===== src/source/cam_pkg.sv =====
// colour window applies to 8-bit channels after nibble repetition; blanking lengths are fixed
package cam_pkg;

  // rgb444 pixel as stored in the frame buffer, red in [11:8]
  typedef logic [11:0] pixel_t;

  // one display colour channel
  typedef logic [7:0] colour_t;

  // one-hot steering: [2] left, [1] centre, [0] right, zero for none
  typedef logic [2:0] dir_t;

  // orange window on expanded channels
  localparam colour_t ORANGE_R_MIN = 8'hC0;
  localparam colour_t ORANGE_G_MIN = 8'h40;
  localparam colour_t ORANGE_G_MAX = 8'hB0;
  localparam colour_t ORANGE_B_MAX = 8'h50;

  // marker painted over orange pixels (pure green)
  localparam colour_t MARKER_R = 8'd0;
  localparam colour_t MARKER_G = 8'd255;
  localparam colour_t MARKER_B = 8'd0;

  // horizontal blanking in display clocks
  localparam int unsigned H_FRONT = 8;
  localparam int unsigned H_SYNC  = 16;
  localparam int unsigned H_BACK  = 8;

  // vertical blanking in lines
  localparam int unsigned V_FRONT = 2;
  localparam int unsigned V_SYNC  = 2;
  localparam int unsigned V_BACK  = 2;

  // width of the reported orange pixel total
  localparam int unsigned COUNT_W = 18;

endpackage


===== src/source/ov7670_capture.sv =====
// expects RGB444 byte pairs with href framing each line; writes past the frame stay on the last address
`timescale 1ns/1ps

module ov7670_capture #(
  parameter int unsigned FRAME_W = 320,
  parameter int unsigned FRAME_H = 240
) (
  input  logic                                  ov7670_pclk,
  input  logic                                  rst_n,
  input  logic                                  vsync,
  input  logic                                  href,
  input  logic [7:0]                            d,
  output logic                                  wr_en,
  output logic [$clog2(FRAME_W*FRAME_H)-1:0]    wr_addr,
  output cam_pkg::pixel_t                       wr_data
);

  localparam int unsigned ADDR_W = $clog2(FRAME_W * FRAME_H);
  localparam int unsigned LAST   = FRAME_W * FRAME_H - 1;

  // high while waiting for the second byte of a pair
  logic       phase;
  // red nibble held from the first byte
  logic [3:0] red_nib;

  // control: byte phase, write strobe and address
  always_ff @(posedge ov7670_pclk or negedge rst_n) begin
    if (!rst_n) begin
      phase   <= 1'b0;
      wr_en   <= 1'b0;
      wr_addr <= '0;
    end else begin
      wr_en <= 1'b0;
      if (vsync) begin
        // new frame from the sensor
        phase   <= 1'b0;
        wr_addr <= '0;
      end else begin
        // step on after each write, hold at the last word
        if (wr_en && (wr_addr != ADDR_W'(LAST)))
          wr_addr <= wr_addr + 1'b1;
        if (href) begin
          phase <= ~phase;
          // second byte seen, write goes out next cycle
          if (phase)
            wr_en <= 1'b1;
        end
      end
    end
  end

  // payload: first byte red, second byte green and blue
  always_ff @(posedge ov7670_pclk) begin
    if (href && !phase)
      red_nib <= d[3:0];
    if (href && phase)
      wr_data <= {red_nib, d};
  end

  // every write lands inside the frame, also after the step that follows it
  addr_in_frame: assert property (@(posedge ov7670_pclk) disable iff (!rst_n)
    wr_en |=> (wr_addr <= ADDR_W'(LAST)));

endmodule


===== config.mk =====
export PLATFORM = sky130hd
export DESIGN_NAME = ov7670_capture
export DESIGN_NICKNAME = d
export VERILOG_FILES = /design/src/source/cam_pkg.sv /design/src/source/ov7670_capture.sv
export SDC_FILE = /design/constraint.sdc
export NUM_CORES = 1
export LEC_CHECK = 0
export BUFFER_PORTS_ARGS = -buffer_cell sky130_fd_sc_hd__buf_4
export CORE_UTILIZATION = 25
export CTS_BUF_LIST = sky130_fd_sc_hd__clkbuf_16
export CTS_CLUSTER_SIZE = 30
export DETAILED_ROUTE_END_ITERATION = 12
export GPL_TIMING_DRIVEN = 0
export PLACE_DENSITY_LB_ADDON = 0.12
export SYNTH_ARGS = -nofsm -noshare
export SYNTH_HDL_FRONTEND = slang
export SYNTH_SLANG_ARGS = --single-unit
export TNS_END_PERCENT = 50

===== constraint.sdc =====
create_clock -name ov7670_pclk -period 3.3 [get_ports ov7670_pclk]
set_input_delay 0 -clock ov7670_pclk [delete_from_list [all_inputs] [get_ports ov7670_pclk]]
set_output_delay 0 -clock ov7670_pclk [all_outputs]
set_load 0.01 [all_outputs]

Yosys cells after proc, flatten, opt, wreduce, memory -nomap -nowiden
Cells that the tools add are included.

Muxes and demuxes: 7. Reductions and logical operators: 6. Eq/ne operators: 1. Bitwise logic cells: 1. Add/sub/neg operators: 1.

Operators by type and width (count): $mux W17 (2); $add A17 B1 Y17 const B (1); $ne A17 B17 Y1 const B (1); $mux W1 (5); $reduce_bool A2 Y1 (2); $logic_and A1 B1 Y1 (3); $logic_not A1 Y1 (1); $not A1 Y1 (1).

Register bits after elaboration: 35. Logic and storage cells: 21. Input bits: 12.

Logic depth before layout (Yosys ltp)
Depth in word-level cells: 4. Depth in mapped cells: 5. Gate-level depth less buffers: 5.

Worst setup path after synthesis
OpenSTA, ideal clock, no wires.

Path type: flip-flop to flip-flop. From: register wr_addr[12]. To: register wr_addr[5]. Period minus slack after synthesis: 1869 ps. Stages on the path, launching flop included: 5. Data arrival time: 1745 ps. Library setup time: 125 ps. Slack: 1431 ps. Path through: dfrtp_1 -> or4b_4 -> nor4_4 -> a21oi_1 -> mux2_2.

Cells in the longest elaborated chain, start to end: 3.

RTL lines: from (decl) (line ov7670_capture.sv:14) `output logic [$clog2(FRAME_W*FRAME_H)-1:0] wr_addr,`; from (signal assigned) (line ov7670_capture.sv:41) `wr_addr <= wr_addr + 1'b1;`; $ne A17 B17 Y1 (line ov7670_capture.sv:40) `if (wr_en && (wr_addr != ADDR_W'(LAST)))`; $logic_and A1 B1 Y1 (line ov7670_capture.sv:40); $reduce_bool A2 Y1 (no line).

No other way between the ends. A chain may end at the register's enable or synchronous reset.

Final worst setup path
From: register wr_addr[10]. To: register wr_addr[0].

Same word-level chain as after synthesis.

==> impl_metrics.csv <==
group,metric,value,unit
outcome,status,"complete, no violations",
grt,antenna_found_initial,0,
grt,grt_max_degree,20,
pwr,peakVddDrop,0.000252,V
sta,worstMarginPinSlew,0.574,ns
sta,fin_crit,2.04,ns
floorplan,coreArea,5990,µm²
placement,hpwlAfterDp,2540,µm
detailed_routing,wire_per_inst,13.4,µm
clock_tree,clock-root-buffer,"clkbuf_16",
logic_synthesis,avgSynthCellArea,12.0,µm²
sta,final-setup-viol-count,0,
worst_setup_path,r2r-start,"wr_addr[10]",
sta,max_freq,491,MHz
grt,grt_pass1_vias,1254,
logic_synthesis,synth_area,1570,µm²
logic_synthesis,synth.area.top_cells,"edfxtp_1 (31%), dfrtp_1 (30%), mux2_2 (5.7%), nor2b_1 (3.6%), a21oi_1 (3.5%)",
worst_setup_path,critPathMaxFanout,10,
clock_tree,cts_max_level,2,
clock_tree,clock_sinks,35,
detailed_routing,dr_wl_met3,179,µm
final_layout,num_antenna_cells,0,
grt,overflow,0,
final_layout,final_nets,202,
worst_setup_path,crit_arrival,2.20,ns
detailed_routing,antenna_left,0,
grt,grt_util_all_layers,12.3,%
logic_synthesis,synth_top_area_share,30.5,%
logic_synthesis,ys_types,32,
final_layout,syn_to_final_growth,42.6,%
worst_setup_path,r2r.worst_path.cells,4,
pwr,p_leak,0.941,nW
floorplan,die_h,81.3,µm
placement,io_buffers,41,
logic_synthesis,synth_warnings,0,
detailed_routing,drc_errors,0,
floorplan,die_w,81.3,µm
clock_tree,cts_buffers,5,
detailed_routing,vias,1238,
hold_path,min_path_type,"primary input to async pin",
logic_synthesis,synth_ff_type,"dfrtp_1",
detailed_routing,drt_iter0_drc,100,
sta,fin_setup_tns,0,ns
sta,whs,0.134,ns
sta,grt_setup_unrepaired,"false",
logic_synthesis,synth_edf_count,16,
worst_setup_path,critPathCapture,"wr_addr[0]",
detailed_routing,top_layer,"met4",
sta,slew_headroom,61.8,%
final_layout,final_util,37.5,%
worst_setup_path,r2r_slack,1.26,ns
logic_synthesis,ys_seq_elements,35,
worst_setup_path,crit_start,"wr_addr[10]",
detailed_routing,met1Wirelength,1590,µm
logic_synthesis,yosysTopAreaCell,"edfxtp_1",
logic_synthesis,syn_inst,131,
detailed_routing,via_per_inst,4.67,
detailed_routing,drt_wl_total,3540,µm
clock_tree,cts_tree,"built",
clock_tree,cts_setup_buffers,0,
floorplan,dieArea,6620,µm²
sta,finalCritPeriodShare,61.8,%
pwr,powerDensity,476,nW/µm²
worst_setup_path,critPathRequiredTime,3.46,ns
final_layout,layout-drive-gt1-share,33.7,%
job,drv_cap,0,
placement,gp_congestion,0.748,
worst_setup_path,r2r-end,"wr_addr[0]",
clock_tree,path_clk_slew,0.06,ns
floorplan,core.rowCount,28,
floorplan,start_util,26.3,%
sta,skew,0.00420,ns
detailed_routing,first_pass_iters,4,
logic_synthesis,synthArstFlopShare,54.3,%
sta,hold_viol_final,0,
detailed_routing,met2WireLength,1710,µm
sta,slew_viol_final,0,
logic_synthesis,seq_area_frac_synth,60.7,%
worst_setup_path,startpoint_type,"register",
logic_synthesis,synthesis.nets,144,
logic_synthesis,ys_top_cells_by_count,"dfrtp_1 (19), edfxtp_1 (16), a21oi_1 (11)",
clock_tree,cts_buffer_depth,2,
worst_setup_path,end_kind,"register",
clock_tree,ctsResizeCount,0,
clock_tree,clock_latency,0.28,ns
logic_synthesis,yosysMostFrequentCell,"dfrtp_1",
worst_setup_path,crit_type,"register to register",
grt,grt_pass1_wl,5980,µm
floorplan,io_pins,42,
-- state kept, by name, summed over array words and instances (netlist names) --
name / cells
wr_addr: 17
wr_en: 1
red_nib: 4
phase: 1
wr_data: 12
-- stage by stage --
step                      instance area, µm²  instances  setup slack (ns)  total power [mW]
after detailed placement                1980        247              1.27             0.536
after CTS                               2240        265              1.25              1.08
after global routing                    2240        265              1.09              1.11
after floorplan                         1570        131              1.43             0.503
final                                   2240        265              1.26              1.07
after global placement                  1980        247              1.29             0.534
-- placed cells by master (no fill, tap or decap), drive strengths merged, types with 2 or more instances in the layout --
master and instances:
o31ai 5, or2 2, and3 3, and2 3
dfrtp 19, a21oi 11, edfxtp 16, nor3 2
mux2 8, or4 5, nor4 5, inv 3
nand4 3, nor2 9, dlygate4sd3 10, clkbuf 7
nand2 10, clkinv 2, nand3 5, nor2b 9
buf 42
-- worst min path at each step --
| stage | to | cells after the start | slack, ns |
|---|---|---|---|
| floorplan | phase | 0 | -0.30 |
| global placement | wr_addr[16] | 1 | -0.11 |
| detailed placement | wr_addr[13] | 1 | -0.10 |
| CTS | wr_addr[14] | 2 | 0.14 |
| global route | phase | 2 | 0.18 |
| finish | wr_addr[14] | 2 | 0.13 |
-- area by class of cell --
cell class	count	area (µm²)
buffer	3	12.5
clock buffer	5	125
clock inverter	3	43.8
fill	603	3750
inverter	3	11.3
multi-input combinational	90	594
sequential	35	956
tap	75	93.8
timing repair buffer	51	408
-- kinds of logic after synthesis --
kind of cell,count (synthesis),synth area share (%)
simple gates,58,21.6
flops,35,60.7
fa+ha+maj,1,0.795
buf+inv,6,1.51
xor+xnor,1,0.557
mux,9,6.36
compound gates,21,8.43
-- power by group --
group	switching (mW)	internal, mW
Clock	0.179	0.356
Combinational	0.0286	0.0300
Sequential	0.00460	0.472
Total	0.212	0.857
-- worst max-delay path, stage by stage (launching register included) --
cell      delay [ns]
dfrtp_1         0.46
or4b_4          0.58
nor4_4          0.43
a21boi_2        0.16
mux2_2          0.29
-- metal layers --
layer  global-route usage [%]  vias up
met5                        0        -
met4                     5.89        0
met3                     4.16        6
met2                     19.4       25
met1                     14.9      600
li1                         -      607
-- timing repair --
item | 4_1_cts | 5_1_grt
hold endpoints to repair | 32 | 0
hold buffers | 10 | 0
endpoints found under the setup margin | 0 | 0
(Power assumes the default switching activity.)
