$ cat config.mk
export PLATFORM = sky130hd
export DESIGN_NAME = target_finder_flat
export DESIGN_NICKNAME = d
export VERILOG_FILES = /design/src/source/cam_pkg.sv /design/src/source/pixel_if.sv /design/src/source/target_finder.sv /design/src/flat_wrapper.sv
export SDC_FILE = /design/constraint.sdc
export NUM_CORES = 1
export LEC_CHECK = 0
export ABC_CLOCK_PERIOD_IN_PS = 1170
export BUFFER_PORTS_ARGS = -buffer_cell sky130_fd_sc_hd__buf_2
export CAP_MARGIN = 20
export CORE_MARGIN = 1.5
export CORE_UTILIZATION = 45
export CTS_CLUSTER_SIZE = 14
export DETAILED_ROUTE_END_ITERATION = 10
export GPL_TIMING_DRIVEN = 0
export PLACE_DENSITY = 0.81
export SLEW_MARGIN = 10
export SYNTH_ARGS = -nofsm -noshare
export SYNTH_HDL_FRONTEND = slang
export SYNTH_SLANG_ARGS = --single-unit
$ cat constraint.sdc
create_clock -name clk_25_vga -period 1.17 [get_ports clk_25_vga]
set_input_delay 0.0585 -clock clk_25_vga [delete_from_list [all_inputs] [get_ports clk_25_vga]]
set_output_delay 0.0585 -clock clk_25_vga [all_outputs]
set_load 0.01 [all_outputs]
$ cat src/source/cam_pkg.sv
// colour window applies to 8-bit channels after nibble repetition; blanking lengths are fixed
package cam_pkg;

  // rgb444 pixel as stored in the frame buffer, red in [11:8]
  typedef logic [11:0] pixel_t;

  // one display colour channel
  typedef logic [7:0] colour_t;

  // one-hot steering: [2] left, [1] centre, [0] right, zero for none
  typedef logic [2:0] dir_t;

  // orange window on expanded channels
  localparam colour_t ORANGE_R_MIN = 8'hC0;
  localparam colour_t ORANGE_G_MIN = 8'h40;
  localparam colour_t ORANGE_G_MAX = 8'hB0;
  localparam colour_t ORANGE_B_MAX = 8'h50;

  // marker painted over orange pixels (pure green)
  localparam colour_t MARKER_R = 8'd0;
  localparam colour_t MARKER_G = 8'd255;
  localparam colour_t MARKER_B = 8'd0;

  // horizontal blanking in display clocks
  localparam int unsigned H_FRONT = 8;
  localparam int unsigned H_SYNC  = 16;
  localparam int unsigned H_BACK  = 8;

  // vertical blanking in lines
  localparam int unsigned V_FRONT = 2;
  localparam int unsigned V_SYNC  = 2;
  localparam int unsigned V_BACK  = 2;

  // width of the reported orange pixel total
  localparam int unsigned COUNT_W = 18;

endpackage

$ cat src/source/pixel_if.sv
// colour is expected to be zero whenever active is low; both syncs are active low
`timescale 1ns/1ps

interface pixel_if;
  import cam_pkg::*;

  // colour channels, 8 bits each
  colour_t red;
  colour_t green;
  colour_t blue;

  // display timing that travels with the colour
  logic    active;
  logic    hsync;
  logic    vsync;

  // producer of a timed stream
  modport source (
    output red, green, blue,
    output active, hsync, vsync
  );

  // consumer of a timed stream
  modport sink (
    input red, green, blue,
    input active, hsync, vsync
  );

endinterface

$ cat src/source/target_finder.sv
// colour window is fixed in the package; adds one cycle to colour and timing alike
`timescale 1ns/1ps

module target_finder (
  input  logic    clk_25_vga,
  input  logic    rst_n,
  pixel_if.sink   in_px,
  pixel_if.source out_px,
  output logic    is_orange
);

  import cam_pkg::*;

  logic    hit;
  colour_t red_nx;
  colour_t green_nx;
  colour_t blue_nx;

  // window test, only active pixels count
  assign hit = in_px.active
            && (in_px.red >= ORANGE_R_MIN)
            && (in_px.green >= ORANGE_G_MIN)
            && (in_px.green <= ORANGE_G_MAX)
            && (in_px.blue <= ORANGE_B_MAX);

  // orange becomes the marker, the rest passes as is
  always_comb begin
    red_nx   = hit ? MARKER_R : in_px.red;
    green_nx = hit ? MARKER_G : in_px.green;
    blue_nx  = hit ? MARKER_B : in_px.blue;
  end

  // single register stage, strobe stays aligned with the colour
  always_ff @(posedge clk_25_vga or negedge rst_n) begin
    if (!rst_n) begin
      out_px.red    <= '0;
      out_px.green  <= '0;
      out_px.blue   <= '0;
      out_px.active <= 1'b0;
      out_px.hsync  <= 1'b1;
      out_px.vsync  <= 1'b1;
      is_orange     <= 1'b0;
    end else begin
      out_px.red    <= red_nx;
      out_px.green  <= green_nx;
      out_px.blue   <= blue_nx;
      out_px.active <= in_px.active;
      out_px.hsync  <= in_px.hsync;
      out_px.vsync  <= in_px.vsync;
      is_orange     <= hit;
    end
  end

endmodule

$ cat src/flat_wrapper.sv
// flat-port wrapper written by rule: the top's interface ports become plain ports
module target_finder_flat import cam_pkg::*;
  (clk_25_vga, rst_n, is_orange, in_px_red, in_px_green, in_px_blue, in_px_active, in_px_hsync, in_px_vsync, out_px_red, out_px_green, out_px_blue, out_px_active, out_px_hsync, out_px_vsync);
  pixel_if in_px_i ();
  pixel_if out_px_i ();
  input  logic clk_25_vga;
  input  logic rst_n;
  output logic is_orange;
  input wire logic [$bits(in_px_i.red)-1:0] in_px_red;
  input wire logic [$bits(in_px_i.green)-1:0] in_px_green;
  input wire logic [$bits(in_px_i.blue)-1:0] in_px_blue;
  input wire logic [$bits(in_px_i.active)-1:0] in_px_active;
  input wire logic [$bits(in_px_i.hsync)-1:0] in_px_hsync;
  input wire logic [$bits(in_px_i.vsync)-1:0] in_px_vsync;
  output wire logic [$bits(out_px_i.red)-1:0] out_px_red;
  output wire logic [$bits(out_px_i.green)-1:0] out_px_green;
  output wire logic [$bits(out_px_i.blue)-1:0] out_px_blue;
  output wire logic [$bits(out_px_i.active)-1:0] out_px_active;
  output wire logic [$bits(out_px_i.hsync)-1:0] out_px_hsync;
  output wire logic [$bits(out_px_i.vsync)-1:0] out_px_vsync;
  assign in_px_i.red = in_px_red;
  assign in_px_i.green = in_px_green;
  assign in_px_i.blue = in_px_blue;
  assign in_px_i.active = in_px_active;
  assign in_px_i.hsync = in_px_hsync;
  assign in_px_i.vsync = in_px_vsync;
  assign out_px_red = out_px_i.red;
  assign out_px_green = out_px_i.green;
  assign out_px_blue = out_px_i.blue;
  assign out_px_active = out_px_i.active;
  assign out_px_hsync = out_px_i.hsync;
  assign out_px_vsync = out_px_i.vsync;
  target_finder u_core (.clk_25_vga(clk_25_vga), .rst_n(rst_n), .in_px(in_px_i), .out_px(out_px_i), .is_orange(is_orange));
endmodule
== Word-level counts from Yosys, hierarchy flattened ==
Index checks and enable logic that the tools add are counted.
W data, S select, Z words.

* Magnitude comparators: 4
* Multiplexer cells: 3
* Reductions and logical operators: 4

{| class="wikitable"
|+ Operator list
! kind !! count
|-
| $mux W8 || 3
|-
| $ge A8 B7 Y1 const B || 1
|-
| $ge A8 B8 Y1 const B || 1
|-
| $le A8 B7 Y1 const B || 1
|-
| $le A8 B8 Y1 const B || 1
|-
| $logic_and A1 B1 Y1 || 4
|}

* Flip-flop bits (word level): 28
* Output and inout bits: 28

== Depth between registers and ports, before layout ==
Gate-level depths: netlist of run 1.

* Depth in word-level cells: 6
* Mapped depth: 4
* Mapped depth without buffers: 3

== Worst setup path after synthesis of run 1 ==
Ideal clock, no wire load.

* Path type: input -> register
* From: input in_px_blue[0]
* To: register u_core.out_px.blue[0]
* Arrival time: 1.230 ns
* Data required time: 1.033 ns
* Slack: -0.197 ns
* Stages: 4
* Cells stage by stage: or4_4 -> a311oi_4 -> buf_6 -> a21boi_0

* Cells in the longest elaborated chain, start to end: 3

{| class="wikitable"
|+ RTL lines
! item !! RTL line !! source
|-
| from (decl) || flat_wrapper.sv:11 || <nowiki>input wire logic [$bits(in_px_i.blue)-1:0] in_px_blue;</nowiki>
|-
| $le A8 B7 Y1 || target_finder.sv:24 || <nowiki>&& (in_px.blue <= ORANGE_B_MAX);</nowiki>
|-
| $logic_and A1 B1 Y1 || target_finder.sv:24 ||
|-
| $mux W8 * || target_finder.sv:30 || <nowiki>blue_nx = hit ? MARKER_B : in_px.blue;</nowiki>
|-
| via u_core.blue_nx[0] || target_finder.sv:17 || <nowiki>colour_t blue_nx;</nowiki>
|-
| to (signal assigned) || target_finder.sv:46 || <nowiki>out_px.blue <= blue_nx;</nowiki>
|-
| to (decl) || pixel_if.sv:19 || <nowiki>output red, green, blue,</nowiki>
|}

The timed path passes the listed nets; every way through them passes the cells marked *.

== Final worst setup path of run 1 ==
* From: input in_px_blue[2]
* To: register u_core.out_px.green[6]

* Cells in the longest elaborated chain, start to end: 3

{| class="wikitable"
|+ RTL lines
! item !! RTL line !! source
|-
| $le A8 B7 Y1 || target_finder.sv:24 ||
|-
| $logic_and A1 B1 Y1 || target_finder.sv:24 ||
|-
| $mux W8 || target_finder.sv:29 || <nowiki>green_nx = hit ? MARKER_G : in_px.green;</nowiki>
|-
| via u_core.green_nx[6] || target_finder.sv:16 || <nowiki>colour_t green_nx;</nowiki>
|-
| to (signal assigned) || target_finder.sv:45 || <nowiki>out_px.green <= green_nx;</nowiki>
|-
| to (decl) || pixel_if.sv:19 ||
|}

The timed path passes the listed nets, and every way through them passes these cells.

==> results.sh, run 1 <==
export IMPL_status="complete, no violations"
export IMPL_synth_simple_area_share_pct=5.34
export IMPL_finalWeightedCongestion=0.687
export IMPL_vias=839
export IMPL_syn_to_final_growth_pct=63.9
export IMPL_min_from="in_px_green[5]"
export IMPL_syn_inst=66
export IMPL_grt_overflow_total=0
export IMPL_final_cell_mix="56 x buf_2, 28 x dlygate4sd3_1, 26 x dfrtp_1"
export IMPL_drc_errors=0
export IMPL_slew_viol_final=0
export IMPL_required_ps=1460
export IMPL_clockBufferDepth=2
export IMPL_synth_area_mux_share_pct=0
export IMPL_period_minus_slack_ps=1140
export IMPL_ys_ff_latch=28
export IMPL_synth_fa_ha_area_share_pct=0
export IMPL_hold_viol=0
export IMPL_critPathCaptureType="register"
export IMPL_avgSynthCellArea_sq_um=15.3
export IMPL_grt_pass1_vias=872
export IMPL_ys_seq_area_share_pct=69.8
export IMPL_peakVddDrop_mv=0.867
export IMPL_hold_class="in -> reg"
export IMPL_grt_max_degree=29
export IMPL_track_usage_pct=21.1
export IMPL_root_buffer="clkbuf_4"
export IMPL_postLayoutCellArea_sq_um=1650
export IMPL_grt_pass1_wl_mm=4.00
export IMPL_ys_warn_count=0
export IMPL_syn_cell_area_sq_um=1010
export IMPL_viasPerCell=4.61
export IMPL_cts_clk_slew_worst_paths_ps=140
export IMPL_utilization_pct=80.8
export IMPL_clock_sinks=28
export IMPL_antenna_found_initial=0
export IMPL_power_density_nw_per_um2=1100
export IMPL_synth_compound_area_share_pct=20.6
export IMPL_io_pins=57
export IMPL_worstPathMaxFanout=4
export IMPL_crit_arrival_ps=1430
export IMPL_power_leakage_nw=0.842
export IMPL_cts_tree="done"
export IMPL_ys_types=16
export IMPL_wire_per_inst_microns=13.6
export IMPL_worstMarginPinSlew_ps=581
export IMPL_rsz0062_at_grt="false"
export IMPL_ant_nets=0
export IMPL_power_mw=1.82
export IMPL_dp_cells=149
export IMPL_finalCritPeriodShare_pct=97.5
export IMPL_hold_slack_ps=76.1
export IMPL_maxCapViolCount=0
export IMPL_setup_viol=0
export IMPL_dieArea_sq_um=2530
export IMPL_cp_start_kind="primary input"
export IMPL_firstDrtPassIters=4
export IMPL_relSlewSlack_pct=61.3
export IMPL_max_freq_mhz=876
export IMPL_start_util_pct=49.3
export IMPL_min_path_cells=3
export IMPL_startpoint="in_px_blue[2]"
export IMPL_drive_gt1_share_pct=45.2
export IMPL_wl_mm=2.47
export IMPL_worstSetupPathType="in -> reg"
export IMPL_dieWidth_microns=50.3
export IMPL_cts_repair_resized=0
export IMPL_dr_first_iter_drc_count=11
export IMPL_htree_levels=1
export IMPL_io_buffers=56
export IMPL_dpl_cell_area_sq_um=1330
export IMPL_synth_top_family_by_area="compound AO/OA/AOI/OAI gates"
export IMPL_fp_row_count=16
export IMPL_diodes=0
export IMPL_synthXorXnorAreaFrac_pct=0.870
export IMPL_layout_commonest_cell="buf_2"
export IMPL_die_y_microns=50.3
export IMPL_cts_made_buffers=3
export IMPL_final_nets=185
export IMPL_synthesis_nets=95
export IMPL_core_area_sq_um=2040
export IMPL_stdcell_count=182
export IMPL_min_to="u_core.out_px.green[6]$_DFF_PN0_"
[sequential cells by signal (all words and copies together) (netlist names)]
| register | flops |
|---|---|
| u_core.out_px.active | 1 |
| u_core.out_px.blue | 8 |
| u_core.out_px.green | 8 |
| u_core.out_px.hsync | 1 |
| u_core.out_px.vsync | 1 |
| u_core.out_px.red | 8 |
| u_core.is_orange | 1 |
[cell families (layout without fill, tap and decap cells)]
kind of cell | after synthesis | count (layout)
simple gates | 7 | 7
flops | 28 | 28
buf+inv | 5 | 94
compound gates | 25 | 25
xor+xnor | 1 | 1
[cell type report]
type / instances / area [sq um]
Sequential cell: 28 / 703
Timing Repair Buffer: 85 / 568
Fill cell: 131 / 392
Multi-Input combinational cell: 33 / 270
Buffer: 5 / 38.8
Clock buffer: 4 / 36.3
Tap cell: 27 / 33.8
[through the flow]
stage | setup WS (ps) | setup TNS (ps)
after floorplan | -91.0 | -1760
after global placement | -305 | -6620
after detailed placement | -336 | -7110
after CTS | 26.9 | 0
after global routing | 26.3 | 0
final | 28.9 | 0
[worst max path at each step]
stage                                       end  slack [ps]  cells past startpoint
2_1_floorplan   u_core.out_px.blue[1]$_DFF_PN0_         -90                      4
3_3_place_gp    u_core.out_px.blue[4]$_DFF_PN0_        -300                      5
3_5_place_dp     u_core.out_px.red[4]$_DFF_PN0_        -340                      5
4_1_cts         u_core.out_px.blue[4]$_DFF_PN0_          30                      5
5_1_grt        u_core.out_px.green[6]$_DFF_PN0_          30                      5
6_report       u_core.out_px.green[6]$_DFF_PN0_          30                      5
[routing by layer]
metal  vias to the layer above  GRT usage (%)  part of all wire, %
met2                        31           35.7                   53
li1                        410              -                    -
met1                       394           26.7                   41
met5                         -              0                    0
met4                         0           9.46                  1.4
met3                         4           3.27                  4.9
[where the power goes]
part | switching (mW) | internal, mW | leakage, nW | total [mW]
clock | 0.272 | 0.191 | 0.0210 | 0.463
combinational | 0.149 | 0.175 | 0.495 | 0.325
sequential | 0.0116 | 1.02 | 0.327 | 1.03
[cells in the mapped netlist]
master,instances,share of area [%]
xor2_1,1,0.87
or4_4,1,1.1
or4_1,1,0.75
dfrtp_1,26,65
nand3_1,1,0.50
clkbuf_1,3,1.1
a21boi_0,10,7.5
a311oi_4,1,2.6
dfstp_2,2,5.2
and3b_1,1,0.87
a31o_2,1,0.87
nand4b_1,1,0.87
a21boi_1,6,4.5
a21o_1,7,5.2
and2_1,2,1.2
buf_6,2,2.2
[worst max-delay path, cell delays in order]
cell      delay [ps]
buf_2            100
or4_4            540
a311oi_4         380
buf_4            200
a31o_2           140
[timing repair]
action                                 CTS  global route
buffers inserted                         0             1
hold buffers                            27             1
setup endpoints to repair                0            17
endpoints found under the hold margin   52             1
No activity file was read; power rests on OpenSTA's default activity.
==> run 2: changes to the inputs <==
--- a/config.mk
+++ b/config.mk
@@ -8,7 +8,7 @@
 export ABC_CLOCK_PERIOD_IN_PS = 1170
 export BUFFER_PORTS_ARGS = -buffer_cell sky130_fd_sc_hd__buf_2
 export CAP_MARGIN = 20
-export CORE_MARGIN = 1.5
+export CORE_ASPECT_RATIO = 0.75
 export CORE_UTILIZATION = 45
 export CTS_CLUSTER_SIZE = 14
 export DETAILED_ROUTE_END_ITERATION = 10
==> constraint.sdc (replaced) <==
create_clock -name clk_25_vga -period 1.17 [get_ports clk_25_vga]
set_input_delay 0.0585 -clock clk_25_vga [delete_from_list [all_inputs] [get_ports clk_25_vga]]
set_output_delay 0.0585 -clock clk_25_vga [all_outputs]
set_load 0.05 [all_outputs]
==> run 2 against run 1 <==
First-iteration DRC count decreased by 82%. Clock-buffer cell count is 1 lower. Sequential share of layout area shrank 0.64 points. Worst hold slack improved by 3.5 ps. Sequential power about the same. Via count is 4.8% higher. Wire length is 0.28% lower. Global-route usage is 1.8 points higher. Maximum frequency fell by 0.66%. Clock power grew 35%. Largest cell class unchanged.
==> results.sh, run 2 (same netlist as run 1, synthesis figures left out) <==
export IMPL_status="complete, no violations"
export IMPL_drc_errors=0
export IMPL_startpoint="in_px_blue[2]"
export IMPL_worstSetupPathType="in -> reg"
export IMPL_multi_input_area_sq_um=270
export IMPL_dpl_cell_area_sq_um=1320
export IMPL_io_pins=57
export IMPL_antenna_found_initial=0
export IMPL_power_leakage_nw=0.856
export IMPL_final_nets=186
export IMPL_cp_slowest_stage_delay_ps=550
export IMPL_crit_buf_inv=2
export IMPL_grt_pass1_vias=916
export IMPL_path_cells="buf_2, or4_4, a311oi_4, buf_4, a31o_2"
export IMPL_vias=879
export IMPL_worstPathMaxFanout=4
export IMPL_grt_max_degree=29
export IMPL_die_y_microns=43.0
export IMPL_critPathCaptureType="register"
export IMPL_nFillCells=121
export IMPL_cts_clk_slew_worst_paths_ps=140
export IMPL_core_area_sq_um=2050
export IMPL_dr_first_iter_drc_count=2
export IMPL_cts_made_buffers=3
export IMPL_postLayoutCellArea_sq_um=1680
export IMPL_track_usage_pct=22.9
export IMPL_diodes=0
export IMPL_grt_overflow_total=0
export IMPL_crit_arrival_ps=1430
export IMPL_clockBufferDepth=2
export IMPL_clock_sinks=28
export IMPL_power_density_nw_per_um2=1280
export IMPL_dieArea_sq_um=2430
export IMPL_wire_per_inst_microns=13.7
export IMPL_cp_depth=5
export IMPL_final_cell_mix="54 x buf_2, 28 x dlygate4sd3_1, 26 x dfrtp_1"
export IMPL_htree_levels=1
export IMPL_max_freq_mhz=871
export IMPL_setup_ws_ps=21.4
export IMPL_finalWeightedCongestion=0.703
export IMPL_dieWidth_microns=56.6
export IMPL_root_buffer="clkbuf_4"
export IMPL_peakVddDrop_mv=1.24
export IMPL_syn_to_final_growth_pct=66.3
export IMPL_fp_row_count=14
export IMPL_tns_ps=0
export IMPL_seq_area_sq_um=703
export IMPL_utilization_pct=81.7
export IMPL_power_mw=2.15
export IMPL_finalCritPeriodShare_pct=98.2
export IMPL_setup_viol=0
export IMPL_reg_top3="u_core.out_px.blue (8), u_core.out_px.green (8), u_core.out_px.red (8)"
export IMPL_maxCapViolCount=0
export IMPL_layout_commonest_cell="buf_2"
export IMPL_relSlewSlack_pct=59.5
export IMPL_critPathTopFamily="simple AND/OR/NAND/NOR gates"
export IMPL_pre_cts_slack_ps=-368
export IMPL_io_buffers=56
export IMPL_slew_viol_final=0
export IMPL_cts_tree="done"
export IMPL_crit_slowest_cell="or4_4"
export IMPL_required_ps=1450
export IMPL_hpwl_mm=1.44
export IMPL_period_minus_slack_ps=1150
export IMPL_start_util_pct=49.1
export IMPL_rsz0062_at_grt="false"
export IMPL_drive_gt1_share_pct=45.5
export IMPL_hold_class="in -> reg"
export IMPL_worstMarginPinSlew_ps=608
export IMPL_wl_mm=2.47
export IMPL_cp_start_kind="primary input"
export IMPL_firstDrtPassIters=2
export IMPL_ant_nets=0
export IMPL_grt_pass1_wl_mm=4.07
export IMPL_crit_path_end="u_core.out_px.green[6]$_DFF_PN0_"
export IMPL_hold_viol=0
export IMPL_viasPerCell=4.88
## run 2: cell count changes in the layout (fill, tap and decap cells not counted)
| cell | previous run | this run |
|---|---|---|
| clkbuf_8 | 1 | 0 |
| buf_4 | 1 | 4 |
| bufinv_16 | 0 | 1 |
| buf_2 | 56 | 54 |
## run 2: how the worst min path moves through the flow
stage / from / to / slack, ps / depth (start not counted)
floorplan: rst_n / u_core.is_orange$_DFF_PN0_ / -240 / 0
global placement: rst_n / u_core.out_px.blue[7]$_DFF_PN0_ / 80 / 1
detailed placement: rst_n / u_core.out_px.blue[7]$_DFF_PN0_ / 100 / 1
CTS: in_px_green[5] / u_core.out_px.green[6]$_DFF_PN0_ / 60 / 3
global route: in_px_green[5] / u_core.out_px.green[6]$_DFF_PN0_ / 80 / 3
finish: in_px_green[5] / u_core.out_px.green[6]$_DFF_PN0_ / 80 / 3
## run 2: through the flow
step | hold WS (ps) | instances
after global routing | 79.4 | 180
after detailed placement | 103 | 146
after CTS | 55.7 | 180
after floorplan | -237 | 66
after global placement | 84.9 | 146
final | 79.5 | 180
## run 2: routing by layer
metal	routed length (microns)	track usage [%]
met5	0	0
met2	1250	39.8
met4	30	6.34
met1	995	26.7
met3	187	8.54
## run 2: what timing repair did
item,in CTS,in global routing
setup endpoints to repair,17,0
hold endpoints to repair,53,0
resized for setup,2,0
hold buffers,28,0
buffers inserted,2,0
## run 2: layout make-up
cell class / count / area share (%)
plain buffers: 5 / 2.32
clock buffers: 3 / 1.34
clock inverters: 1 / 1.79
multi-input cells: 33 / 16.1
flip-flops and latches: 28 / 42.0
well taps: 24 / 1.79
repair buffers: 86 / 34.7
## run 2: tightest hold or removal path: stages
cell	delay [ps]
buf_2	110
nand3_1	70
a31o_2	140
## run 2: power breakdown
part / switching, mW / total, mW / internal [mW] / leakage (nW)
Sequential: 0.0138 / 1.04 / 1.02 / 0.327
Clock: 0.278 / 0.625 / 0.347 / 0.0279
Combinational: 0.313 / 0.492 / 0.179 / 0.502
