File: config.mk
export PLATFORM = sky130hd
export DESIGN_NAME = display_scan_flat
export DESIGN_NICKNAME = d
export VERILOG_FILES = /design/src/source/cam_pkg.sv /design/src/source/pixel_if.sv /design/src/source/display_scan.sv /design/src/flat_wrapper.sv
export SDC_FILE = /design/constraint.sdc
export NUM_CORES = 1
export LEC_CHECK = 0
export ABC_AREA = 1
export BUFFER_PORTS_ARGS = -buffer_cell sky130_fd_sc_hd__buf_2
export CELL_PAD_IN_SITES_DETAIL_PLACEMENT = 0
export CELL_PAD_IN_SITES_GLOBAL_PLACEMENT = 2
export CORE_UTILIZATION = 26
export CTS_CLUSTER_SIZE = 10
export DETAILED_ROUTE_END_ITERATION = 7
export GPL_TIMING_DRIVEN = 0
export HOLD_SLACK_MARGIN = 0.12
export MAX_ROUTING_LAYER = met4
export PLACE_DENSITY_LB_ADDON = 0.25
export SLEW_MARGIN = 40
export SYNTH_ARGS = -nofsm -noshare
export SYNTH_HDL_FRONTEND = slang
export SYNTH_SLANG_ARGS = --single-unit
export TNS_END_PERCENT = 20
File: constraint.sdc
create_clock -name clk_25_vga -period 1.6 [get_ports clk_25_vga]
set_clock_uncertainty 0.1 [all_clocks]
set_input_delay 0.08 -clock clk_25_vga [delete_from_list [all_inputs] [get_ports clk_25_vga]]
set_output_delay 0.08 -clock clk_25_vga [all_outputs]
set_load 0.1 [all_outputs]
File: src/source/cam_pkg.sv
// colour window applies to 8-bit channels after nibble repetition; blanking lengths are fixed
package cam_pkg;

  // rgb444 pixel as stored in the frame buffer, red in [11:8]
  typedef logic [11:0] pixel_t;

  // one display colour channel
  typedef logic [7:0] colour_t;

  // one-hot steering: [2] left, [1] centre, [0] right, zero for none
  typedef logic [2:0] dir_t;

  // orange window on expanded channels
  localparam colour_t ORANGE_R_MIN = 8'hC0;
  localparam colour_t ORANGE_G_MIN = 8'h40;
  localparam colour_t ORANGE_G_MAX = 8'hB0;
  localparam colour_t ORANGE_B_MAX = 8'h50;

  // marker painted over orange pixels (pure green)
  localparam colour_t MARKER_R = 8'd0;
  localparam colour_t MARKER_G = 8'd255;
  localparam colour_t MARKER_B = 8'd0;

  // horizontal blanking in display clocks
  localparam int unsigned H_FRONT = 8;
  localparam int unsigned H_SYNC  = 16;
  localparam int unsigned H_BACK  = 8;

  // vertical blanking in lines
  localparam int unsigned V_FRONT = 2;
  localparam int unsigned V_SYNC  = 2;
  localparam int unsigned V_BACK  = 2;

  // width of the reported orange pixel total
  localparam int unsigned COUNT_W = 18;

endpackage

File: src/source/pixel_if.sv
// colour is expected to be zero whenever active is low; both syncs are active low
`timescale 1ns/1ps

interface pixel_if;
  import cam_pkg::*;

  // colour channels, 8 bits each
  colour_t red;
  colour_t green;
  colour_t blue;

  // display timing that travels with the colour
  logic    active;
  logic    hsync;
  logic    vsync;

  // producer of a timed stream
  modport source (
    output red, green, blue,
    output active, hsync, vsync
  );

  // consumer of a timed stream
  modport sink (
    input red, green, blue,
    input active, hsync, vsync
  );

endinterface

File: src/source/display_scan.sv
// display area equals the stored frame with no pixel doubling; output is one cycle after the counters
`timescale 1ns/1ps

module display_scan #(
  parameter int unsigned FRAME_W = 320,
  parameter int unsigned FRAME_H = 240
) (
  input  logic                               clk_25_vga,
  input  logic                               rst_n,
  output logic [$clog2(FRAME_W*FRAME_H)-1:0] rd_addr,
  input  cam_pkg::pixel_t                    rd_data,
  pixel_if.source                            px
);

  import cam_pkg::*;

  localparam int unsigned ADDR_W  = $clog2(FRAME_W * FRAME_H);
  localparam int unsigned LAST    = FRAME_W * FRAME_H - 1;
  localparam int unsigned H_TOTAL = FRAME_W + H_FRONT + H_SYNC + H_BACK;
  localparam int unsigned V_TOTAL = FRAME_H + V_FRONT + V_SYNC + V_BACK;
  localparam int unsigned HS_BEG  = FRAME_W + H_FRONT;
  localparam int unsigned VS_BEG  = FRAME_H + V_FRONT;

  logic [$clog2(H_TOTAL)-1:0] hcnt;
  logic [$clog2(V_TOTAL)-1:0] vcnt;
  logic [ADDR_W-1:0]          rd_cnt;
  logic                       active;
  logic                       hs_n;
  logic                       vs_n;
  logic                       line_end;
  logic                       frame_end;

  // timing decode, same cycle as the counters
  assign line_end  = (hcnt == H_TOTAL - 1);
  assign frame_end = line_end && (vcnt == V_TOTAL - 1);
  assign active    = (hcnt < FRAME_W) && (vcnt < FRAME_H);
  assign hs_n      = !((hcnt >= HS_BEG) && (hcnt < HS_BEG + H_SYNC));
  assign vs_n      = !((vcnt >= VS_BEG) && (vcnt < VS_BEG + V_SYNC));

  // address is presented with the counters, data comes back a cycle later
  assign rd_addr = rd_cnt;

  // pixel and line counters
  always_ff @(posedge clk_25_vga or negedge rst_n) begin
    if (!rst_n) begin
      hcnt <= '0;
      vcnt <= '0;
    end else if (line_end) begin
      hcnt <= '0;
      vcnt <= (vcnt == V_TOTAL - 1) ? '0 : vcnt + 1'b1;
    end else begin
      hcnt <= hcnt + 1'b1;
    end
  end

  // linear read address, row * FRAME_W + column
  always_ff @(posedge clk_25_vga or negedge rst_n) begin
    if (!rst_n)
      rd_cnt <= '0;
    else if (frame_end)
      rd_cnt <= '0;
    else if (active)
      // wrap after the last pixel so blanking never reads outside the frame
      rd_cnt <= (rd_cnt == ADDR_W'(LAST)) ? '0 : rd_cnt + 1'b1;
  end

  // timing delayed to match the RAM read
  always_ff @(posedge clk_25_vga or negedge rst_n) begin
    if (!rst_n) begin
      px.active <= 1'b0;
      px.hsync  <= 1'b1;
      px.vsync  <= 1'b1;
    end else begin
      px.active <= active;
      px.hsync  <= hs_n;
      px.vsync  <= vs_n;
    end
  end

  // 4 to 8 bits by nibble repetition, black outside the active area
  assign px.red   = px.active ? {rd_data[11:8], rd_data[11:8]} : '0;
  assign px.green = px.active ? {rd_data[7:4], rd_data[7:4]} : '0;
  assign px.blue  = px.active ? {rd_data[3:0], rd_data[3:0]} : '0;

endmodule

File: src/flat_wrapper.sv
// flat-port wrapper written by rule: the top's interface ports become plain ports
module display_scan_flat import cam_pkg::*;
#(
  parameter int unsigned FRAME_W = 320,
  parameter int unsigned FRAME_H = 240
)
  (clk_25_vga, rst_n, rd_addr, rd_data, px_red, px_green, px_blue, px_active, px_hsync, px_vsync);
  pixel_if px_i ();
  input  logic clk_25_vga;
  input  logic rst_n;
  output logic [$clog2(FRAME_W*FRAME_H)-1:0] rd_addr;
  input  cam_pkg::pixel_t rd_data;
  output wire logic [$bits(px_i.red)-1:0] px_red;
  output wire logic [$bits(px_i.green)-1:0] px_green;
  output wire logic [$bits(px_i.blue)-1:0] px_blue;
  output wire logic [$bits(px_i.active)-1:0] px_active;
  output wire logic [$bits(px_i.hsync)-1:0] px_hsync;
  output wire logic [$bits(px_i.vsync)-1:0] px_vsync;
  assign px_red = px_i.red;
  assign px_green = px_i.green;
  assign px_blue = px_i.blue;
  assign px_active = px_i.active;
  assign px_hsync = px_i.hsync;
  assign px_vsync = px_i.vsync;
  display_scan #(.FRAME_W(FRAME_W), .FRAME_H(FRAME_H)) u_core (.clk_25_vga(clk_25_vga), .rst_n(rst_n), .rd_addr(rd_addr), .rd_data(rd_data), .px(px_i));
endmodule
### Word-level counts from Yosys, hierarchy flattened

Index checks and enable logic that the tools add are counted.

| operators by class | value |
|---|---|
| eq/ne operators | 3 |
| reduce and logical (&&, ||, !) cells | 7 |
| muxes and demuxes | 8 |
| $add $sub $neg | 3 |
| $lt $le $gt $ge | 6 |

Operator list:

| operator | number |
|---|---|
| $mux W17 | 3 |
| $mux W8 | 4 |
| $lt A9 B9 Y1 const B | 2 |
| $add A17 B1 Y17 const B | 1 |
| $eq A17 B17 Y1 const B | 1 |
| $lt A8 B8 Y1 const B | 2 |
| $add A9 B1 Y9 const B | 1 |
| $eq A9 B9 Y1 const B | 1 |
| $ge A9 B9 Y1 const B | 1 |
| $mux W9 | 1 |
| $add A8 B1 Y8 const B | 1 |
| $eq A8 B8 Y1 const B | 1 |
| $ge A8 B8 Y1 const B | 1 |
| $logic_and A1 B1 Y1 | 4 |
| $logic_not A1 Y1 | 2 |
| $reduce_bool A2 Y1 | 1 |

| word-level totals | value |
|---|---|
| input bits | 14 |
| output and inout bits | 44 |
| word-level logic and storage cells | 33 |
| bits in registers | 37 |

### Longest topological paths before layout

Gate-level depths: netlist of run 1.

| depth | value |
|---|---|
| depth in word-level cells | 4 |
| depth in mapped cells | 12 |
| gate-level depth less buffers | 11 |

### Least setup slack after synthesis of run 1

OpenSTA, ideal clock, no wires.

| timing | value |
|---|---|
| kind | reg-to-output |
| from | reg u_core.px.active |
| to | out px_blue[4] |
| path buffers | 2 |
| required time | 1.420 ns |
| stages on the path, launching flop included | 5 |
| slack | -0.948 ns |
| arrival | 2.368 ns |
| path through | dfrtp_1 clkbuf_1 nand2_1 inv_1 buf_4 |

| between the ends | value |
|---|---|
| cells in the longest elaborated chain, start to end | 1 |

Ends and longest elaborated chain:

| what | RTL line | text |
|---|---|---|
| start, declared | pixel_if.sv:20 | `output active, hsync, vsync` |
| $mux W8 | display_scan.sv:83 | `assign px.blue = px.active ? {rd_data[3:0], rd_data[3:0]} : '0;` |
| end, declared | flat_wrapper.sv:15 | `output wire logic [$bits(px_i.blue)-1:0] px_blue;` |

Every way passes these cells.

### Worst setup path in the final report of run 1

| timing | value |
|---|---|
| from | reg u_core.px.active |
| to | out px_red[5] |

| between the ends | value |
|---|---|
| cells in the longest elaborated chain, start to end | 1 |

Ends and longest elaborated chain:

| what | RTL line | text |
|---|---|---|
| $mux W8 | display_scan.sv:81 | `assign px.red = px.active ? {rd_data[11:8], rd_data[11:8]} : '0;` |
| end, declared | flat_wrapper.sv:13 | `output wire logic [$bits(px_i.red)-1:0] px_red;` |

Every way passes these cells.

==> flow_metrics.env, run 1 <==
export IMPL_cts_buffer_depth=2
export IMPL_diodes=0
export IMPL_path_class="flip-flop to output pin"
export IMPL_areaGrowthSynthToFinish_pct=59.5
export IMPL_crit_top_cell="buf_12"
export IMPL_cap_violations=0
export IMPL_antenna_found_initial=0
export IMPL_slew_violations=0
export IMPL_drc=14
export IMPL_grt_usage_pct=15.5
export IMPL_tightest_slew_ns=0.502
export IMPL_cpMaxStageDelayCell="dfrtp_4"
export IMPL_synth_fa_ha_area_share_pct=2.63
export IMPL_slowest_delay_ns=0.52
export IMPL_ys_ff_latch=37
export IMPL_cts_tree="built"
export IMPL_p_leak_nw=1.91
export IMPL_yosysSeqAreaShare_pct=39.0
export IMPL_globalRouteOverflowTotal=0
export IMPL_synth_compound_area_share_pct=4.63
export IMPL_fillers=891
export IMPL_layout_common_cells="nand2_1 (68), inv_1 (40), nor2_1 (36)"
export IMPL_setup_viol=10
export IMPL_gp_congestion=0.785
export IMPL_cp_num_buf_inv=4
export IMPL_ff_latch_area_um2=955
export IMPL_path_cells="clkbuf_8 -> nand2_2 -> clkinvlp_4 -> buf_12 -> buf_12"
export IMPL_die_w_um=97.6
export IMPL_place_area_um2=3040
export IMPL_yosysWarnings=0
export IMPL_arrival_ns=1.46
export IMPL_grt_max_degree=38
export IMPL_startpoint_type="flip-flop"
export IMPL_cp_max_fo=5
export IMPL_antenna_left=0
export IMPL_synthMuxAreaShare_pct=0
export IMPL_clk_latency_ns=0.30
export IMPL_fp_row_count=34
export IMPL_drtIter0Drc=90
export IMPL_power_mw=2.25
export IMPL_layout_drive_gt1_share_pct=45.4
export IMPL_cp_end_kind="output pin"
export IMPL_multi_input_area_um2=1340
export IMPL_cts_buffers=5
export IMPL_min_period_ns=1.64
export IMPL_design_area_um2=3790
export IMPL_cts_htree_levels=2
export IMPL_ys_types=26
export IMPL_fin_util_pct=43.1
export IMPL_dr_pass1_iters=8
export IMPL_clk_pin_slew_ns=0.08
export IMPL_cp_top_family="buffers and inverters"
export IMPL_core_area_um2=8810
export IMPL_post_route_period_util_pct=102
export IMPL_grt_first_pass_wirelength_um=11600
export IMPL_syn_num_nets=360
export IMPL_dp_hpwl_um=4640
export IMPL_viasPerCell=4.52
export IMPL_relSlewSlack_pct=66.6
export IMPL_fmax_mhz=611
export IMPL_root_buffer="clkbuf_8"
export IMPL_p_per_area_nw_per_um2=592
export IMPL_setup_slack_ns=-0.0377
export IMPL_numClockSinks=37
export IMPL_synth_top_family_by_area="simple AND/OR/NAND/NOR gates"
export IMPL_syn_area_um2=2380
export IMPL_failed_checks="DRC, setup timing"
export IMPL_vias=2419
export IMPL_dieArea_um2=9530
export IMPL_hold_path_class="primary input to async pin"
export IMPL_syn_inst=341
export IMPL_finalHoldViolations=0
export IMPL_routed_wirelength_um=6670
export IMPL_synth_xor_area_share_pct=2.21
export IMPL_start_util_pct=27.0
export IMPL_final_common_cell="nand2_1"
export IMPL_io_pins=58
export IMPL_rsz0062_at_grt="yes"
export IMPL_avgSynthCellArea_um2=6.98
export IMPL_cp_required_ns=1.42
export IMPL_die_height_um=97.6
export IMPL_wl_per_cell_um=12.5
export IMPL_peakVddDrop_mv=0.261
export IMPL_finish_net_count=445
export IMPL_holdWs_ns=0.182
export IMPL_synthSimpleGateAreaFrac_pct=36.8
export IMPL_grt_pass1_vias=2345
export IMPL_outcome="complete, but fails checks"
export IMPL_portBuffers=57
==> registers in the layout (all words and copies together) (netlist names) <==
name	cells
u_core.rd_addr	17
u_core.hcnt	9
u_core.vcnt	8
u_core.px.active	1
u_core.px.hsync	1
u_core.px.vsync	1
==> routing by layer <==
metal	vias up	track usage [%]	share of wire [%]
li1	1221	-	-
met5	-	-	0
met3	6	2.59	4.7
met2	63	25.2	46
met1	1129	19.9	48
met4	0	4.43	1.2
==> metrics by stage <==
step	TNS, ns	worst slack (ns)	std cells
after floorplan	-5.95	-0.273	341
after global placement	-3.86	-0.315	506
after detailed placement	-3.93	-0.318	506
after CTS	-0.663	-0.0577	532
after global routing	-2.06	-0.0975	535
final	-0.286	-0.0377	535
==> report_power, final <==
group	leakage, nW	total, mW	switching (mW)	internal, mW
clock network	0.0554	0.845	0.377	0.469
registers	0.457	0.934	0	0.934
logic	1.40	0.467	0.313	0.154
total	1.91	2.25	0.689	1.56
==> area by class of cell <==
| cell class | instances | area share (%) |
|---|---|---|
| Clock buffer | 6 | 1.91 |
| Clock inverter | 2 | 1.02 |
| Multi-Input combinational cell | 227 | 35.2 |
| Tap cell | 108 | 3.56 |
| Sequential cell | 37 | 25.2 |
| Inverter | 60 | 7.49 |
| Timing Repair Buffer | 78 | 18.1 |
| Buffer | 17 | 7.52 |
==> cell families after synthesis <==
| family | after synthesis |
|---|---|
| AOI/OAI and AO/OA | 21 |
| xor gates and xnor gates | 6 |
| adders and majority gates | 5 |
| buffers and inverters | 77 |
| DFF | 37 |
| and+or+nand+nor | 195 |
==> final timing paths <==
check | start | end | slack, ns | depth (start not counted)
setup / recovery | u_core.px.active | px_red[5] | -0.04 | 5
hold reg to reg | u_core.hcnt[4] | u_core.hcnt[4] | 0.44 | 2
max in group asynchronous | rst_n | u_core.rd_addr[0] | 0.82 | 2
min in group clk_25_vga | u_core.hcnt[4] | u_core.hcnt[4] | 0.44 | 2
setup reg to reg | u_core.vcnt[1] | u_core.rd_addr[0] | 0.04 | 9
hold / removal | rst_n | u_core.vcnt[2] | 0.18 | 2
==> worst reg2reg max path: cells and delay by family (launching register included) <==
family	cells	cell delay, ns
adders and majority gates	1	0.15
and+or+nand+nor	6	0.63
buffers and inverters	2	0.19
DFF	1	0.38
==> synth_stat cells <==
cell,instances,share of area (%)
nand2_1,91,14
inv_1,55,8.7
nor2_1,42,6.6
dfrtp_1,35,37
nand3_1,34,7.2
buf_4,14,4.4
nand4_1,12,3.2
o21ai_0,11,2.3
a21oi_1,8,1.7
xor2_1,6,2.2
ha_1,5,2.6
nor3_1,5,1.1
inv_2,3,0.47
nand2_4,3,1.4
clkinv_1,2,0.32
dfstp_2,2,2.2
nand3_2,2,0.84
o31ai_1,2,0.63
or2_2,2,0.53
and2_1,1,0.26
buf_2,1,0.21
buf_6,1,0.47
clkbuf_1,1,0.16
nand2_2,1,0.26
nor2_2,1,0.26
nor2_8,1,0.84
==> timing repair <==
item                                    CTS  global route
resized for setup                        85            44
gates cloned                              2             0
hold buffers                              1             0
hold endpoints to repair                 37             0
pin swaps                                11             9
endpoints found under the setup margin   44            51
setup buffers                            15             3
No activity file was read; power rests on OpenSTA's default activity.
==> run 2, diff against run 1 <==
--- a/config.mk
+++ b/config.mk
@@ -16,6 +16,9 @@
 export HOLD_SLACK_MARGIN = 0.12
 export MAX_ROUTING_LAYER = met4
 export PLACE_DENSITY_LB_ADDON = 0.25
+export RECOVER_POWER = 100
+export SETUP_SLACK_MARGIN = 0.05
+export SKIP_LAST_GASP = 1
 export SLEW_MARGIN = 40
 export SYNTH_ARGS = -nofsm -noshare
 export SYNTH_HDL_FRONTEND = slang
==> run 2 against run 1 <==
The run still ends with DRC, setup timing left. Count of clock-buffer cells in the layout unchanged. Power down 0.40%. Worst setup slack better by 0.0027 ns. Global-route usage about the same. Critical path type unchanged. Largest cell class unchanged.
==> flow_metrics.env, run 2 (synthesized netlist as in run 1, its figures left out) <==
export IMPL_outcome="complete, but fails checks"
export IMPL_failed_checks="DRC, setup timing"
export IMPL_numClockSinks=37
export IMPL_core_area_um2=8810
export IMPL_fp_row_count=34
export IMPL_arrival_ns=1.45
export IMPL_layout_common_cells="nand2_1 (68), inv_1 (40), nor2_1 (36)"
export IMPL_startpoint_type="flip-flop"
export IMPL_antenna_left=0
export IMPL_cts_tree="built"
export IMPL_final_common_cell="nand2_1"
export IMPL_gp_congestion=0.785
export IMPL_fin_util_pct=42.7
export IMPL_cts_buffer_depth=2
export IMPL_rsz0062_at_grt="yes"
export IMPL_diodes=0
export IMPL_r2r_cells=9
export IMPL_place_ws_ns=-0.318
export IMPL_fmax_mhz=612
export IMPL_grt_first_pass_wirelength_um=11600
export IMPL_clk_pin_slew_ns=0.08
export IMPL_setup_viol=12
export IMPL_largest_reg_flops=17
export IMPL_timing_rr_end="u_core.rd_addr[12]"
export IMPL_grt_usage_pct=15.5
export IMPL_relSlewSlack_pct=34.7
export IMPL_drtIter0Drc=85
export IMPL_cp_end_kind="output pin"
export IMPL_areaGrowthSynthToFinish_pct=58.1
export IMPL_io_pins=58
export IMPL_p_per_area_nw_per_um2=595
export IMPL_slew_violations=0
export IMPL_die_w_um=97.6
export IMPL_root_buffer="clkbuf_8"
export IMPL_viasPerCell=4.54
export IMPL_dp_hpwl_um=4640
export IMPL_start_util_pct=27.0
export IMPL_cp_required_ns=1.42
export IMPL_r2r_slack_ns=0.04
export IMPL_finalHoldViolations=0
export IMPL_finish_net_count=448
export IMPL_p_leak_nw=1.89
export IMPL_cts_htree_levels=2
export IMPL_cp_max_fo=5
export IMPL_portBuffers=57
export IMPL_dieArea_um2=9530
export IMPL_path_class="flip-flop to output pin"
export IMPL_tightest_slew_ns=0.980
export IMPL_dr_pass1_iters=8
export IMPL_grt_max_degree=38
export IMPL_post_route_period_util_pct=102
export IMPL_die_height_um=97.6
export IMPL_r2r_start="u_core.rd_addr[1]"
export IMPL_cts_buffers=5
export IMPL_antenna_found_initial=0
export IMPL_grt_pass1_vias=2354
export IMPL_layout_drive_gt1_share_pct=45.3
export IMPL_drc=14
export IMPL_peakVddDrop_mv=0.263
export IMPL_min_period_ns=1.63
export IMPL_wl_per_cell_um=12.6
export IMPL_clk_latency_ns=0.30
export IMPL_hold_path_class="primary input to async pin"
export IMPL_globalRouteOverflowTotal=0
export IMPL_setup_slack_ns=-0.0350
export IMPL_cap_violations=0
export IMPL_routed_wirelength_um=6760
export IMPL_vias=2441
## run 2: cell count changes in the layout (fill, tap and decap cells not counted), moves of 3 or more
cell and delta:
clkbuf_2 +21, buf_6 -6, buf_8 +3, buf_2 -17
## run 2: layout make-up
cell class / count / area [um2]
multi-input cells: 227 / 1310
plain buffers: 17 / 287
flip-flops and latches: 37 / 955
clock inverters: 2 / 38.8
repair buffers: 81 / 677
clock buffers: 6 / 72.6
well taps: 108 / 135
inverters: 60 / 284
fillers: 902 / 5050
## run 2: report_power, final
group          switching, mW  leakage (nW)  internal [mW]
clock network          0.378        0.0554          0.469
logic                  0.311          1.37          0.146
registers                  0         0.457          0.934
total                  0.689          1.89           1.55
## run 2: critical path, stage by stage, from the launching register on
cell and delay, ns:
dfrtp_4 0.52, clkbuf_16 0.18, nand2_4 0.06, clkinvlp_4 0.10
buf_12 0.13, buf_12 0.15
## run 2: worst max-delay path by stage
stage	to	cells after the start	slack [ns]	start
finish	px_blue[5]	5	-0.03	u_core.px.active
global route	px_blue[4]	5	-0.09	u_core.px.active
CTS	px_red[5]	5	-0.06	u_core.px.active
detailed placement	u_core.rd_addr[1]	9	-0.32	u_core.rd_addr[0]
global placement	u_core.rd_addr[1]	9	-0.32	u_core.rd_addr[0]
floorplan	px_blue[4]	4	-0.27	u_core.px.active
## run 2: metrics by stage
stage	setup TNS [ns]	area (um2)	cells	hold slack, ns	power [mW]
after floorplan	-5.95	2620	341	-0.316	1.28
after global routing	-2.41	3760	538	0.467	2.31
after global placement	-3.86	3040	506	0.156	1.35
after CTS	-0.777	3630	533	0.203	2.27
after detailed placement	-3.93	3040	506	-0.00886	1.35
final	-0.206	3760	538	0.367	2.24
## run 2: per-layer routing
layer  global-route usage [%]  share of wire (%)  wire length (um)
met1                     19.7                 48              3250
met2                     25.5                 46              3120
met3                     2.59                4.5               304
met4                     4.43                1.1                77
met5                        -                  0                 0
## run 2: what timing repair did
action,4_1_cts,5_1_grt
setup buffers,16,5
cloned,2,0
setup endpoints to repair,51,55
hold buffers,1,0
endpoints found under the hold margin,37,0
pin swaps,13,9
gates resized for setup,87,31
==> run 3, diff against run 2 <==
--- a/config.mk
+++ b/config.mk
@@ -8,8 +8,8 @@
 export ABC_AREA = 1
 export BUFFER_PORTS_ARGS = -buffer_cell sky130_fd_sc_hd__buf_2
 export CELL_PAD_IN_SITES_DETAIL_PLACEMENT = 0
-export CELL_PAD_IN_SITES_GLOBAL_PLACEMENT = 2
-export CORE_UTILIZATION = 26
+export CELL_PAD_IN_SITES_GLOBAL_PLACEMENT = 1
+export CORE_UTILIZATION = 34
 export CTS_CLUSTER_SIZE = 10
 export DETAILED_ROUTE_END_ITERATION = 7
 export GPL_TIMING_DRIVEN = 0
@@ -17,6 +17,7 @@
 export MAX_ROUTING_LAYER = met4
 export PLACE_DENSITY_LB_ADDON = 0.25
 export RECOVER_POWER = 100
+export REMOVE_ABC_BUFFERS = 1
 export SETUP_SLACK_MARGIN = 0.05
 export SKIP_LAST_GASP = 1
 export SLEW_MARGIN = 40
==> constraint.sdc (replaced) <==
create_clock -name clk_25_vga -period 1.6 [get_ports clk_25_vga]
set_clock_uncertainty 0.1 [all_clocks]
set_input_delay 0.08 -clock clk_25_vga [delete_from_list [all_inputs] [get_ports clk_25_vga]]
set_output_delay 0.08 -clock clk_25_vga [all_outputs]
set_load 0.01 [all_outputs]
==> run 3 against run 2 <==
The flow finishes with violations (setup timing). Via count is 4.6% lower. Flip-flop and latch count stayed put. Die area is 23% lower. Register-to-register slack worse by 0.05 ns. First-iteration DRC count is 13% higher. Count of clock-buffer cells in the layout is 1 higher. Core utilization is 2.6 points higher. Maximum frequency is 1.7% higher. Sequential power hardly changed. Final area is 18% lower. Critical path type is now flip-flop to flip-flop.
==> flow_metrics.env, run 3 (synthesized netlist as in run 1, its figures left out) <==
export IMPL_cp_required_ns=1.69
export IMPL_diodes=0
export IMPL_p_per_area_nw_per_um2=573
export IMPL_rsz0062_at_grt="yes"
export IMPL_dieArea_um2=7330
export IMPL_vias=2329
export IMPL_slew_violations=0
export IMPL_wl_per_cell_um=12.2
export IMPL_layout_common_cells="nand2_1 (87), inv_1 (52), buf_2 (44)"
export IMPL_grt_usage_pct=19.0
export IMPL_worstHoldPathCells=4
export IMPL_cts_buffers=5
export IMPL_portBuffers=57
export IMPL_cp_end_kind="flip-flop"
export IMPL_routed_wirelength_um=6200
export IMPL_dpl_cell_count=477
export IMPL_timing_rr_end="u_core.rd_addr[16]"
export IMPL_layout_drive_gt1_share_pct=27.4
export IMPL_path_class="flip-flop to flip-flop"
export IMPL_failed_checks="setup timing"
export IMPL_finish_net_count=430
export IMPL_numClockSinks=37
export IMPL_die_height_um=85.6
export IMPL_fin_util_pct=45.3
export IMPL_clk_latency_ns=0.29
export IMPL_p_leak_nw=1.67
export IMPL_setup_slack_ns=-0.00745
export IMPL_grt_max_degree=38
export IMPL_layout_cells_non_filler=508
export IMPL_final_common_cell="nand2_1"
export IMPL_globalRouteOverflowTotal=0
export IMPL_drtIter0Drc=96
export IMPL_fp_row_count=30
export IMPL_hp_start="rd_data[3]"
export IMPL_grt_pass1_vias=2251
export IMPL_r2r_start="u_core.hcnt[0]"
export IMPL_clk_pin_slew_ns=0.08
export IMPL_min_to="px_blue[3]"
export IMPL_outcome="complete, but fails checks"
export IMPL_peakVddDrop_mv=0.365
export IMPL_antenna_left=0
export IMPL_core_area_um2=6790
export IMPL_gp_congestion=0.833
export IMPL_setup_viol=5
export IMPL_io_pins=58
export IMPL_hold_path_class="primary input to output pin"
export IMPL_arrival_ns=1.69
export IMPL_finalHoldViolations=0
export IMPL_areaGrowthSynthToFinish_pct=29.4
export IMPL_grt_first_pass_wirelength_um=10700
export IMPL_startpoint_type="flip-flop"
export IMPL_cts_tree="built"
export IMPL_r2r_cells=10
export IMPL_cts_buffer_depth=2
export IMPL_min_period_ns=1.61
export IMPL_dr_pass1_iters=4
export IMPL_start_util_pct=35.0
export IMPL_cts_htree_levels=2
export IMPL_die_w_um=85.6
export IMPL_root_buffer="clkbuf_8"
export IMPL_largest_reg_flops=17
export IMPL_fmax_mhz=622
export IMPL_tightest_slew_ns=0.963
export IMPL_viasPerCell=4.58
export IMPL_cp_max_fo=6
export IMPL_antenna_found_initial=0
export IMPL_drc=0
export IMPL_cap_violations=0
export IMPL_post_route_period_util_pct=100
export IMPL_dp_hpwl_um=4030
export IMPL_r2r_slack_ns=-0.007
export IMPL_relSlewSlack_pct=35.8
## run 3: changes by cell type in the layout (fill, tap and decap cells not counted), sizes merged
cell      delta
clkinvlp    -13
clkbuf      -11
inv         +12
clkinv       +1
nand2        +3
buf          -9
bufinv       -1
## run 3: power breakdown
part	internal, mW	switching [mW]	total [mW]
clock network	0.390	0.341	0.731
logic	0.0386	0.0589	0.0975
registers	0.935	0	0.935
total	1.36	0.400	1.76
## run 3: area by class of cell
cell class                      instances  area (um2)
Fill cell                             709        3720
Multi-Input combinational cell        230        1250
Sequential cell                        37         932
Timing Repair Buffer                   77         442
Inverter                               60         230
Tap cell                               96         120
Clock buffer                            7        96.3
Clock inverter                          1        5.00
## run 3: worst max-delay path by stage
stage | slack (ns) | to | cells after the start | from
2_1_floorplan | -0.11 | u_core.rd_addr[2] | 10 | u_core.hcnt[0]
5_1_grt | -0.11 | u_core.rd_addr[9] | 11 | u_core.hcnt[1]
6_report | -0.007 | u_core.rd_addr[16] | 10 | u_core.hcnt[0]
4_1_cts | 0.004 | u_core.rd_addr[9] | 11 | u_core.hcnt[1]
3_5_place_dp | -0.49 | u_core.rd_addr[2] | 10 | u_core.hcnt[0]
3_3_place_gp | -0.50 | u_core.rd_addr[4] | 10 | u_core.hcnt[0]
## run 3: repair_timing
action / 4_1_cts / 5_1_grt
setup buffers: 18 / 1
resized for setup: 25 / 14
endpoints found under the hold margin: 37 / 0
setup endpoints to repair: 21 / 25
gates cloned: 3 / 0
hold buffers: 1 / 0
pin swaps: 9 / 7
## run 3: per-layer routing
layer | up-vias | global-route usage [%] | wire [um]
met5 | - | - | 0
li1 | 1192 | - | -
met2 | 42 | 30.6 | 2990
met1 | 1085 | 24.4 | 2910
met4 | 0 | 5.45 | 92
met3 | 10 | 3.56 | 215
## run 3: stage by stage
| stage | setup TNS, ns | instance area [um2] | worst slack [ns] | power [mW] | hold slack (ns) |
|---|---|---|---|---|---|
| 2_1_floorplan | -1.11 | 2250 | -0.113 | 0.986 | -0.316 |
| 3_3_place_gp | -7.60 | 2660 | -0.497 | 1.05 | 0.163 |
| 6_report | -0.0236 | 3080 | -0.00745 | 1.76 | 0.342 |
| 3_5_place_dp | -7.53 | 2660 | -0.487 | 1.05 | -0.0129 |
| 5_1_grt | -1.79 | 3080 | -0.106 | 1.84 | 0.363 |
| 4_1_cts | 0 | 3030 | 0.00400 | 1.80 | 0.215 |
## run 3: worst max-delay path, cell delays in order (launching register included)
cell     delay [ns]
dfrtp_1        0.37
ha_2           0.20
nand2_2        0.05
inv_2          0.07
nand2_4        0.07
nor2_8         0.20
nand2_8        0.12
nand2_8        0.12
nand3_1        0.09
nand2_1        0.07
nor2_1         0.04
